===== src/verilog/axiLiteRegPkg.sv =====
package axiLiteRegPkg;

	localparam int AddrWidth = 8;
	localparam int BusWidth = 32;

	// Byte addresses of the control register map
	typedef enum logic [AddrWidth-1:0]
	{
		InData0 = 8'h00,
		InData1 = 8'h04,
		InData2 = 8'h08,
		Ctrl = 8'h0C,
		Status = 8'h10,
		Result = 8'h14
	} regAddr;

	typedef enum logic [1:0]
	{
		Okay = 2'b00,
		SlvErr = 2'b10
	} axiResp;

	localparam int StatusDoneBit = 0;
	localparam int StatusBusyBit = 1;

endpackage


===== src/verilog/nnFormatPkg.sv =====
package nnFormatPkg;

	// Activations and weights are signed bytes
	localparam int DataWidth = 8;

	localparam int BiasWidth = 16;

	// Ten 16-bit products plus a 16-bit bias fit in 23 bits without overflow
	localparam int AccWidth = 23;

	// Activations are Q1.6 fixed point
	localparam int FracBits = 6;

	// ReLU output ceiling
	localparam int ActMax = 127;

	// Network shape
	localparam int InputCount = 10;
	localparam int HiddenCount = 4;
	localparam int OutputCount = 2;

	// Input register, accumulate and activation stages
	localparam int NeuronLatency = 3;

endpackage


===== src/verilog/axiLiteRegs.sv =====
`timescale 1ns/1ps

module axiLiteRegs
	import nnFormatPkg::*, axiLiteRegPkg::*;
(
	input logic clk,
	input logic reset,
	input logic [AddrWidth-1:0] awaddr,
	input logic awvalid,
	output logic awready,
	input logic [BusWidth-1:0] wdata,
	input logic [BusWidth/8-1:0] wstrb,
	input logic wvalid,
	output logic wready,
	output logic [1:0] bresp,
	output logic bvalid,
	input logic bready,
	input logic [AddrWidth-1:0] araddr,
	input logic arvalid,
	output logic arready,
	output logic [BusWidth-1:0] rdata,
	output logic [1:0] rresp,
	output logic rvalid,
	input logic rready,
	output logic [InputCount*DataWidth-1:0] netInputs,
	output logic inValid,
	input logic [OutputCount*DataWidth-1:0] netOutputs,
	input logic outValid
);

	typedef enum logic {WrIdle, WrResp} writeState;
	typedef enum logic {RdIdle, RdData} readState;

	writeState wrState;
	readState rdState;
	logic busy;
	logic done;
	logic [OutputCount*DataWidth-1:0] resultReg;
	axiResp writeResp;
	axiResp readResp;
	logic [BusWidth-1:0] readData;

	// Address and data are taken together, and only with no response pending
	assign awready = (wrState == WrIdle) && awvalid && wvalid;
	assign wready = awready;
	assign bvalid = (wrState == WrResp);
	assign arready = (rdState == RdIdle) && arvalid;
	assign rvalid = (rdState == RdData);

	// Status and Result are read-only
	always_comb
	begin
		case (regAddr'(awaddr))
			InData0, InData1, InData2, Ctrl: writeResp = Okay;
			default: writeResp = SlvErr;
		endcase
	end

	always_comb
	begin
		readData = '0;
		readResp = Okay;
		case (regAddr'(araddr))
			InData0: readData = netInputs[BusWidth-1:0];
			InData1: readData = netInputs[2*BusWidth-1:BusWidth];
			InData2: readData = BusWidth'(netInputs[InputCount*DataWidth-1:2*BusWidth]);
			Ctrl: readData = '0;
			Status:
			begin
				readData[StatusDoneBit] = done;
				readData[StatusBusyBit] = busy;
			end
			Result: readData = BusWidth'(resultReg);
			default: readResp = SlvErr;
		endcase
	end

	always_ff @(posedge clk)
	begin
		if (reset)
		begin
			wrState <= WrIdle;
			rdState <= RdIdle;
		end
		else
		begin
			if (wrState == WrIdle && awready)
				wrState <= WrResp;
			else if (wrState == WrResp && bready)
				wrState <= WrIdle;
			if (rdState == RdIdle && arready)
				rdState <= RdData;
			else if (rdState == RdData && rready)
				rdState <= RdIdle;
		end
	end

	always_ff @(posedge clk)
	begin
		if (awready)
			bresp <= writeResp;
		if (arready)
		begin
			rdata <= readData;
			rresp <= readResp;
		end
	end

	// Writes are full-word and wstrb is not decoded
	always_ff @(posedge clk)
	begin
		if (reset)
		begin
			netInputs <= '0;
			inValid <= 1'b0;
			busy <= 1'b0;
			done <= 1'b0;
			resultReg <= '0;
		end
		else
		begin
			inValid <= 1'b0;
			if (awready)
			begin
				case (regAddr'(awaddr))
					InData0: netInputs[BusWidth-1:0] <= wdata;
					InData1: netInputs[2*BusWidth-1:BusWidth] <= wdata;
					InData2: netInputs[InputCount*DataWidth-1:2*BusWidth] <=
						wdata[InputCount*DataWidth-2*BusWidth-1:0];
					Ctrl:
					begin
						// A start while busy is acknowledged but dropped
						if (wdata[0] && !busy)
						begin
							busy <= 1'b1;
							done <= 1'b0;
							inValid <= 1'b1;
						end
					end
					default: ;
				endcase
			end
			if (outValid)
			begin
				resultReg <= netOutputs;
				done <= 1'b1;
				busy <= 1'b0;
			end
		end
	end

endmodule


===== src/verilog/denseLayer.sv =====
`timescale 1ns/1ps

module denseLayer
	import nnFormatPkg::*;
#(
	parameter int InputCount = nnFormatPkg::InputCount,
	parameter int NeuronCount = HiddenCount,
	parameter logic [NeuronCount*InputCount*DataWidth-1:0] Weights = '0,
	parameter logic [NeuronCount*BiasWidth-1:0] Biases = '0
)
(
	input logic clk,
	input logic reset,
	input logic [InputCount*DataWidth-1:0] activations,
	input logic inValid,
	output logic [NeuronCount*DataWidth-1:0] outActivations,
	output logic outValid
);

	logic [NeuronLatency-1:0] validPipe;

	// Weights are neuron-major, neuron 0 in the low bits
	for (genvar n = 0; n < NeuronCount; n++)
	begin : neuron
		reluNeuron #(
			.InputCount(InputCount),
			.Weights(Weights[n*InputCount*DataWidth +: InputCount*DataWidth]),
			.Bias(Biases[n*BiasWidth +: BiasWidth])
		) node (
			.clk(clk),
			.reset(reset),
			.activations(activations),
			.activation(outActivations[n*DataWidth +: DataWidth])
		);
	end

	// One valid bit per item in flight through the neuron stages
	always_ff @(posedge clk)
	begin
		if (reset)
			validPipe <= '0;
		else
			validPipe <= {validPipe[NeuronLatency-2:0], inValid};
	end

	assign outValid = validPipe[NeuronLatency-1];

endmodule


===== src/verilog/mlpAccelTop.sv =====
`timescale 1ns/1ps

module mlpAccelTop
	import nnFormatPkg::*, axiLiteRegPkg::*;
#(
	// Neuron 3 is listed first, and within a neuron the highest input comes first
	parameter logic [HiddenCount*InputCount*DataWidth-1:0] HiddenWeights = {
		8'sd18, 8'sd2, -8'sd7, 8'sd28, 8'sd13, -8'sd4, 8'sd19, -8'sd25, 8'sd6, 8'sd6,
		-8'sd9, 8'sd14, 8'sd10, -8'sd20, 8'sd5, 8'sd17, 8'sd8, -8'sd3, 8'sd30, -8'sd12,
		8'sd7, -8'sd6, 8'sd25, 8'sd3, -8'sd14, 8'sd9, 8'sd11, 8'sd4, -8'sd8, 8'sd20,
		8'sd12, -8'sd31, -8'sd31, 8'sd22, 8'sd27, -8'sd31, 8'sd15, 8'sd16, 8'sd2, -8'sd5
	},
	parameter logic [HiddenCount*BiasWidth-1:0] HiddenBiases = {
		-16'sd128, 16'sd64, 16'sd256, -16'sd512
	},
	parameter logic [OutputCount*HiddenCount*DataWidth-1:0] OutputWeights = {
		-8'sd16, 8'sd12, 8'sd45, -8'sd30,
		8'sd18, 8'sd35, -8'sd22, 8'sd40
	},
	parameter logic [OutputCount*BiasWidth-1:0] OutputBiases = {
		-16'sd64, 16'sd100
	}
)
(
	input logic clk,
	input logic reset,
	input logic [AddrWidth-1:0] awaddr,
	input logic awvalid,
	output logic awready,
	input logic [BusWidth-1:0] wdata,
	input logic [BusWidth/8-1:0] wstrb,
	input logic wvalid,
	output logic wready,
	output logic [1:0] bresp,
	output logic bvalid,
	input logic bready,
	input logic [AddrWidth-1:0] araddr,
	input logic arvalid,
	output logic arready,
	output logic [BusWidth-1:0] rdata,
	output logic [1:0] rresp,
	output logic rvalid,
	input logic rready
);

	logic [InputCount*DataWidth-1:0] netInputs;
	logic netInValid;
	logic [HiddenCount*DataWidth-1:0] hiddenOut;
	logic hiddenValid;
	logic [OutputCount*DataWidth-1:0] netOutputs;
	logic netOutValid;

	axiLiteRegs regs (
		.clk(clk), .reset(reset),
		.awaddr(awaddr), .awvalid(awvalid), .awready(awready),
		.wdata(wdata), .wstrb(wstrb), .wvalid(wvalid), .wready(wready),
		.bresp(bresp), .bvalid(bvalid), .bready(bready),
		.araddr(araddr), .arvalid(arvalid), .arready(arready),
		.rdata(rdata), .rresp(rresp), .rvalid(rvalid), .rready(rready),
		.netInputs(netInputs), .inValid(netInValid),
		.netOutputs(netOutputs), .outValid(netOutValid)
	);

	denseLayer #(
		.InputCount(InputCount),
		.NeuronCount(HiddenCount),
		.Weights(HiddenWeights),
		.Biases(HiddenBiases)
	) hiddenLayer (
		.clk(clk), .reset(reset),
		.activations(netInputs), .inValid(netInValid),
		.outActivations(hiddenOut), .outValid(hiddenValid)
	);

	denseLayer #(
		.InputCount(HiddenCount),
		.NeuronCount(OutputCount),
		.Weights(OutputWeights),
		.Biases(OutputBiases)
	) outputLayer (
		.clk(clk), .reset(reset),
		.activations(hiddenOut), .inValid(hiddenValid),
		.outActivations(netOutputs), .outValid(netOutValid)
	);

endmodule


===== src/verilog/reluNeuron.sv =====
`timescale 1ns/1ps

module reluNeuron
	import nnFormatPkg::*;
#(
	parameter int InputCount = nnFormatPkg::InputCount,
	parameter logic [InputCount*DataWidth-1:0] Weights = '0,
	parameter logic signed [BiasWidth-1:0] Bias = '0
)
(
	input logic clk,
	input logic reset,
	input logic [InputCount*DataWidth-1:0] activations,
	output logic [DataWidth-1:0] activation
);

	// Top bit of the integer window that becomes the output byte
	localparam int IntTop = FracBits + DataWidth - 1;

	logic signed [DataWidth-1:0] actReg [InputCount];
	logic signed [2*DataWidth-1:0] products [InputCount];
	logic signed [AccWidth-1:0] accSum;
	logic signed [AccWidth-1:0] acc;
	logic roundUp;
	logic [DataWidth:0] rounded;

	always_comb
	begin
		for (int i = 0; i < InputCount; i++)
			products[i] = actReg[i] * signed'(Weights[i*DataWidth +: DataWidth]);
	end

	always_comb
	begin
		accSum = AccWidth'(Bias);
		for (int i = 0; i < InputCount; i++)
			accSum += products[i];
	end

	// Exact half rounds down, anything above half rounds up
	assign roundUp = acc[FracBits-1] && (|acc[FracBits-2:0]);
	assign rounded = {1'b0, acc[IntTop -: DataWidth]} + (DataWidth+1)'(roundUp);

	always_ff @(posedge clk)
	begin
		if (reset)
		begin
			for (int i = 0; i < InputCount; i++)
				actReg[i] <= '0;
			acc <= '0;
			activation <= '0;
		end
		else
		begin
			for (int i = 0; i < InputCount; i++)
				actReg[i] <= activations[i*DataWidth +: DataWidth];
			acc <= accSum;
			if (acc[AccWidth-1])
				activation <= '0;
			else if (|acc[AccWidth-2:IntTop])
				activation <= DataWidth'(ActMax);
			// Rounding 127.5 and up would otherwise wrap to 128
			else if (rounded > (DataWidth+1)'(ActMax))
				activation <= DataWidth'(ActMax);
			else
				activation <= rounded[DataWidth-1:0];
		end
	end

endmodule

===== config.mk =====
export PLATFORM = sky130hd
export DESIGN_NAME = mlpAccelTop
export DESIGN_NICKNAME = d
export VERILOG_FILES = /design/src/verilog/axiLiteRegPkg.sv /design/src/verilog/nnFormatPkg.sv /design/src/verilog/axiLiteRegs.sv /design/src/verilog/denseLayer.sv /design/src/verilog/mlpAccelTop.sv /design/src/verilog/reluNeuron.sv
export SDC_FILE = /design/constraint.sdc
export NUM_CORES = 2
export LEC_CHECK = 0
export BUFFER_PORTS_ARGS = -buffer_cell sky130_fd_sc_hd__buf_4
export CORE_MARGIN = 5
export CORE_UTILIZATION = 60
export CTS_CLUSTER_DIAMETER = 30
export CTS_CLUSTER_SIZE = 10
export DETAILED_ROUTE_END_ITERATION = 16
export GPL_TIMING_DRIVEN = 0
export PLACE_DENSITY = 0.77
export RECOVER_POWER = 25
export SETUP_SLACK_MARGIN = 0.1
export SYNTH_ARGS = -nofsm -noshare
export SYNTH_HDL_FRONTEND = slang
export SYNTH_SLANG_ARGS = --single-unit

===== constraint.sdc =====
create_clock -name clk -period 11.4 [get_ports clk]
set_input_delay 0.57 -clock clk [delete_from_list [all_inputs] [get_ports clk]]
set_output_delay 0.57 -clock clk [all_outputs]
set_load 0.02 [all_outputs]

### Yosys cells after proc, flatten, opt, wreduce, memory -nomap -nowiden

Memories as Yosys holds them, arrays and structs flattened.
Index checks and enable logic that the tools add are counted.

* mux-type cells: 76
* $mul: 40
* reductions and logical operators: 55
* $lt $le $gt $ge: 6
* bitwise gates (word level): 52
* eq/ne operators: 8
* $add $sub $neg: 57

Operators with widths (count)
* 8-bit 2-to-1 mux: 48
* 8-bit by 5-bit multiplier with 13-bit output (second input constant): 11
* 8-bit by 4-bit multiplier with 12-bit output (second input constant): 11
* 30-bit one-hot mux with 4 select lines: 1
* 8-bit by 6-bit multiplier with 14-bit output (second input constant): 8
* 8-bit by 3-bit multiplier with 11-bit output (second input constant): 8
* 7-bit 2-to-1 mux: 12
* 12-bit OR reduction: 6
* 18-bit by 14-bit adder with 19-bit output: 3
* 8-bit by 1-bit adder with 9-bit output: 6
* 9-bit by 7-bit > comparator with 1-bit output (second input constant): 6
* 9-bit OR reduction: 6
* 1-bit OR: 48
* 23-bit by 12-bit adder with 23-bit output: 2
* 21-bit by 13-bit adder with 22-bit output: 2
* 20-bit by 13-bit adder with 21-bit output: 2
* 19-bit by 14-bit adder with 20-bit output: 2
* 17-bit by 14-bit adder with 18-bit output: 2
* 16-bit by 14-bit adder with 17-bit output: 2
* 8-bit by 4-bit equality test with 1-bit output (second input constant): 4
* 14-bit by 14-bit adder with 15-bit output: 2
* 8-bit by 7-bit multiplier with 15-bit output (second input constant): 2
* 5-bit OR reduction: 6
* 22-bit by 13-bit adder with 23-bit output: 1
* other kinds (49): 93

* output and inout port bits: 41
* word-level logic and storage cells: 332
* memories kept: 6
* RAM bits: 384
* input port bits: 59
* flip-flop bits (word level): 329

Memory list
* hiddenLayer.neuron[0].node.actReg: depth 10, bits a word 8, rd ports 10, clocked after Yosys merged registers in 0, write ports 10, line reluNeuron.sv:20 `logic signed [DataWidth-1:0] actReg [InputCount];`
* hiddenLayer.neuron[1].node.actReg: depth 10, bits a word 8, rd ports 10, clocked after Yosys merged registers in 0, write ports 10, line reluNeuron.sv:20
* hiddenLayer.neuron[2].node.actReg: depth 10, bits a word 8, rd ports 10, clocked after Yosys merged registers in 0, write ports 10, line reluNeuron.sv:20
* hiddenLayer.neuron[3].node.actReg: depth 10, bits a word 8, rd ports 10, clocked after Yosys merged registers in 0, write ports 10, line reluNeuron.sv:20
* outputLayer.neuron[0].node.actReg: depth 4, bits a word 8, rd ports 4, clocked after Yosys merged registers in 0, write ports 4, line reluNeuron.sv:20
* outputLayer.neuron[1].node.actReg: depth 4, bits a word 8, rd ports 4, clocked after Yosys merged registers in 0, write ports 4, line reluNeuron.sv:20

### Logic depth before layout (Yosys ltp)

An unclocked memory read counts as a cell.

* word-level depth: 12
* depth in mapped cells: 35

### Hierarchy

Synthesis repeated with hierarchy kept, for this count alone.

* cells, all modules: 6443
* area total of the unflattened synthesis: 64699.6 um^2

By module, submodules not included
* reluNeuron (hiddenLayer.neuron[3].node): area an instance 12399.4 um^2, sequential area each 2202.1 um^2, times used 1, cells an instance 1243
* reluNeuron (hiddenLayer.neuron[0].node): area an instance 12192.9 um^2, sequential area each 2202.1 um^2, times used 1, cells an instance 1194
* reluNeuron (hiddenLayer.neuron[1].node): area an instance 11643.7 um^2, sequential area each 2222.1 um^2, times used 1, cells an instance 1132
* reluNeuron (hiddenLayer.neuron[2].node): area an instance 11603.6 um^2, sequential area each 2222.1 um^2, times used 1, cells an instance 1173
* axiLiteRegs: area an instance 5670.4 um^2, sequential area each 3042.9 um^2, times used 1, cells an instance 533
* reluNeuron (outputLayer.neuron[0].node): area an instance 5637.9 um^2, sequential area each 1181.1 um^2, times used 1, cells an instance 587
* reluNeuron (outputLayer.neuron[1].node): area an instance 5393.9 um^2, sequential area each 1161.1 um^2, times used 1, cells an instance 569
* denseLayer: area an instance 78.8 um^2, sequential area each 60.1 um^2, times used 2, cells an instance 6

### Least setup slack after synthesis

Ideal clock, no wire load.

* kind: register -> register
* start: mem hiddenLayer.neuron[1].node.actReg[8][0] (netlist: hiddenLayer.neuron[1].node.actReg[1][0])
* end: reg hiddenLayer.neuron[2].node.acc[16]
* slack: 2.949 ns
* buffers on the path: 0
* library setup time: 0.062 ns
* cell stages (with the launch flop): 33
* data arrival time: 8.389 ns
* cell sequence: dfxtp_1 -> inv_1 -> ha_1 -> ha_1 -> inv_1 -> fa_1 -> inv_1 -> ha_1 -> a21o_1 -> a21oi_1 -> nor2b_1 -> o21a_1 -> o41ai_1 -> xor2_1 -> fa_1 -> inv_1 -> fa_1 -> fa_1 -> fa_1 -> inv_1 -> fa_1 -> inv_1 -> fa_1 -> inv_1 -> fa_1 -> inv_1 -> ha_1 -> o21ai_0 -> nand2b_1 -> and3_1 -> a31oi_1 -> or4b_2 -> nand3_1

RTL lines
* start, declared: line reluNeuron.sv:20
* end signal, assigned: line reluNeuron.sv:57 `acc <= accSum;`
* end, declared: line reluNeuron.sv:23 `logic signed [AccWidth-1:0] acc;`

==> metrics.md <==
| Metric | Value |
|---|---|
| Run status | complete, but fails checks |
| Failing checks | max-capacitance violations, max-slew violations |
| Post-route clock period utilization | 0.911 |
| Largest cells by area after synthesis | fa_1 (33%), ha_1 (21%), dfxtp_1 (14%), inv_1 (9.8%), xnor2_1 (3.2%) |
| Setup-failing EPs final | 0 |
| Design area | 59600 um^2 |
| Yosys warns | 0 |
| DP Worst Slack | 1.01 ns |
| Min setup slack post-route | 1.01 ns |
| CP Max Fanout | 12 |
| HP Start | rready |
| EDFF count, synth | 34 |
| Worst min-delay path class | input pin to flip-flop |
| Cell taking the most area after synthesis | fa_1 |
| P&R area growth vs syn | 9.16% |
| Setup Skew | 0.0360 ns |
| Fmax | 96.3 MHz |
| Commonest non-fill, non-tap cells in the layout | inv_1 (1429), ha_1 (903), fa_1 (894) |
| Reg clk slew, reported paths | around 0.050 ns |
| Syn Area/Cell | 9.93 um^2 |
| Maximum vdd drop | 0.000165 V |
| Die W | 312 um |
| Mapped Cells | 5504 |
| Reg2Reg Setup Slack | a little over 1 ns |
| CTS tree | done |
| GPL Wtd Cong | 1.03 |
| Post-synthesis async set-or-reset flop share | 0 |
| Area of the core | 90100 um^2 |
| Initial antenna violation count | 3 |
| Initial Utilization | 0.606 |
| Final HPWL DP | between 100000 and 150000 um |
| Vias in the first global route | 40900 |
| R2r endpoint | hiddenLayer.neuron[3].node.acc[21]$_SDFF_PP0_ |
| DR WL/cell | 22.7 um |
| Max Transition Viols Final | 46 |
| Die height | 312 um |
| Buffers added on ports | 93 |
| Post-synthesis sequential area ratio | 0.163 |
| Die area | 97200 um^2 |
| Post-DP Area | 56800 um^2 |
| RSZ-0062 raised after global routing | false |
| Rows | between 100 and 150 |
| Vias per cell | between 5 and 6 |
| Cell Area, Synth | 54600 um^2 |
| Max H-tree Level | 3 |
| PwrDens | approximately 120 nW/um^2 |
| Met2 wire length | 73700 um |
| Total gr overflow | 0 |
| Critical Path Source Type | flip-flop |
| DRC violations left | 0 |
| Met3 wire length | ~12000 um |
| Total iterations of the first detailed-routing run | 8 |
| Antenna viol nets, final | 0 |
| Clock Tree Buf Depth | 3 |
| Final hold violation count | 0 |
| Initial DRC count | 3135 |
| Hold depth | 2 |
| Critical path class | flip-flop to flip-flop |
| CP Capture Type | flip-flop |
| CP arrival | 10.91 ns |
| Worst endpoint required time | about 12 ns |
| WL final | 157000 um |
| R2R depth | 24 |
| Slew @ Worst Pin | 3.03 ns |
| Distinct cells, synth | 70 |
| Setup TNS | 0 ns |
| Max-Cap Viols | 2 |
| Via count | 38200 |
| Worst-Skew Late Latency | 0.65 ns |
| Rel. slew slack | -1.03 |
| Hold Path End | regs.rvalid$_SDFFE_PP0P_ |
| First-pass GRT wire length | 240000 um |
| Post-CTS setup buffer count | 0 |
| Most common cell after layout, fill and taps aside | inv_1 |
| Ports | 100 |
| Tot GR Track Use | 0.326 |
| Primary FF master, synth | dfxtp_1 |
| Post-synth top area share | 0.328 |
| CTS root buffer | clkbuf_16 |
| Largest net degree at the start of global routing | 35 |
| Layout net count | 7542 |
| Number of synthesized register bits | 428 |
| Leak | approximately 0.031 uW |
| Hold Buf Count CTS | 0 |
| Clock sinks | between 400 and 500 |
| Post-CTS sizing | 0 |
| Uppermost layer routed | met5 |
| Fin crit period | just over 10 ns |
| Met1 WL | 61800 um |
| CTS Buf Count | 80 |
| Layout cells sized above 1 | 0.0466 |
| Worst flop-to-flop path startpoint | hiddenLayer.neuron[3].node.actReg[0][15]$_SDFF_PP0_ |
metal layers:
metal  vias up  global-route usage
met3       401              0.0746
li1      17300                   -
met1     19100               0.410
met5         -                   0
met2      1342               0.537
met4         2               0.156
area by class of cell:
class / count / area (um^2)
antenna: 2 / 5.00
buffer: 88 / 342
clock buffer: 89 / 2080
clock inverter: 58 / 764
fill: 6951 / 30500
inverter: 1430 / 5370
multi-input combinational: 3565 / 40000
sequential: 428 / 8910
tap: 1176 / 1470
timing repair buffer: 93 / 653
per-stage QoR:
stage	power, uW	hold WS, ns	std cells	util
2_1_floorplan	3950	0.414	5511	-
3_3_place_gp	4600	0.417	6780	0.630
3_5_place_dp	4670	0.423	6780	0.631
4_1_cts	7180	0.117	6927	0.662
5_1_grt	7630	0.149	6927	0.662
6_report	7160	0.143	6929	0.662
critical path, stage by stage, from the launching register on:
cell	delay, ns
dfxtp_1	0.97
clkbuf_1	0.61
clkinv_1	0.92
ha_1	0.61
ha_1	0.36
a21oi_1	0.40
nor2b_1	0.22
xnor2_1	0.55
fa_1	0.53
fa_1	0.50
fa_1	0.52
inv_1	0.06
fa_1	0.48
fa_1	0.60
fa_1	0.46
fa_1	0.54
inv_1	0.04
ha_1	0.36
a21oi_1	0.21
nand2_1	0.11
or3_1	0.35
o221a_2	0.28
a21oi_1	0.21
o21ai_0	0.10
a311oi_1	0.24
power breakdown:
group / switching (uW) / internal, uW / total [uW]
Combinational: 1680 / 1270 / 2940
Sequential: 84.9 / 1670 / 1750
Clock: 874 / 1590 / 2470
Total: 2640 / 4530 / 7160
cells in the mapped netlist, types with 8 or more instances:
library cell	count
a211oi_1	19
a21boi_0	8
a21o_1	68
a21oi_1	244
a22o_1	16
a22oi_1	29
a31oi_1	22
and3_1	14
clkbuf_1	81
dfxtp_1	394
edfxtp_1	34
fa_1	894
ha_1	903
inv_1	1429
mux2i_1	24
nand2_1	272
nand2b_1	22
nand3_1	42
nor2_1	164
nor2b_1	189
nor3_1	39
nor4_1	14
o21a_1	30
o21ai_0	80
o21bai_1	36
or2_2	20
or4_1	8
xnor2_1	199
xor2_1	107
worst max path at each step:
stage          depth (start not counted)                                             to  slack (ns)                                                start
4_1_cts                               24  hiddenLayer.neuron[3].node.acc[21]$_SDFF_PP0_        0.98  hiddenLayer.neuron[3].node.actReg[0][15]$_SDFF_PP0_
3_5_place_dp                          24  hiddenLayer.neuron[3].node.acc[21]$_SDFF_PP0_        1.01  hiddenLayer.neuron[3].node.actReg[0][15]$_SDFF_PP0_
3_3_place_gp                          24  hiddenLayer.neuron[3].node.acc[21]$_SDFF_PP0_        1.07  hiddenLayer.neuron[3].node.actReg[0][15]$_SDFF_PP0_
6_report                              24  hiddenLayer.neuron[3].node.acc[21]$_SDFF_PP0_        1.01  hiddenLayer.neuron[3].node.actReg[0][15]$_SDFF_PP0_
5_1_grt                               28  hiddenLayer.neuron[2].node.acc[15]$_SDFF_PP0_        0.60  hiddenLayer.neuron[3].node.actReg[0][15]$_SDFF_PP0_
2_1_floorplan                         32  hiddenLayer.neuron[2].node.acc[16]$_SDFF_PP0_        2.95   hiddenLayer.neuron[1].node.actReg[1][0]$_SDFF_PP0_
sequential cells by signal (all words and copies together) (netlist names):
signal                              cells
hiddenLayer.neuron.node.acc            90
hiddenLayer.neuron.node.actReg         80
hiddenLayer.neuron.node.activation     32
hiddenLayer.validPipe                   3
outputLayer.neuron.node.acc            37
outputLayer.neuron.node.actReg         32
outputLayer.neuron.node.activation     16
outputLayer.validPipe                   3
regs.bresp                              1
regs.busy                               1
regs.bvalid                             1
regs.done                               1
regs.inValid                            1
regs.netInputs                         80
regs.rdata                             32
regs.resultReg                         16
regs.rresp                              1
regs.rvalid                             1
cells by family (layout without fill, tap and decap cells):
| group | after synthesis | in the layout | share of synthesized area |
|---|---|---|---|
| mux | 30 | 30 | 0.00563 |
| xor+xnor | 306 | 306 | 0.0491 |
| flops | 428 | 428 | 0.163 |
| simple gates | 818 | 818 | 0.0728 |
| buf+inv | 1518 | 1758 | 0.104 |
| other cells | 1 | 10 | 0.0000686 |
| fa+ha+maj | 1797 | 1797 | 0.534 |
| compound gates | 606 | 606 | 0.0706 |
No activity file was read; power rests on OpenSTA's default activity.
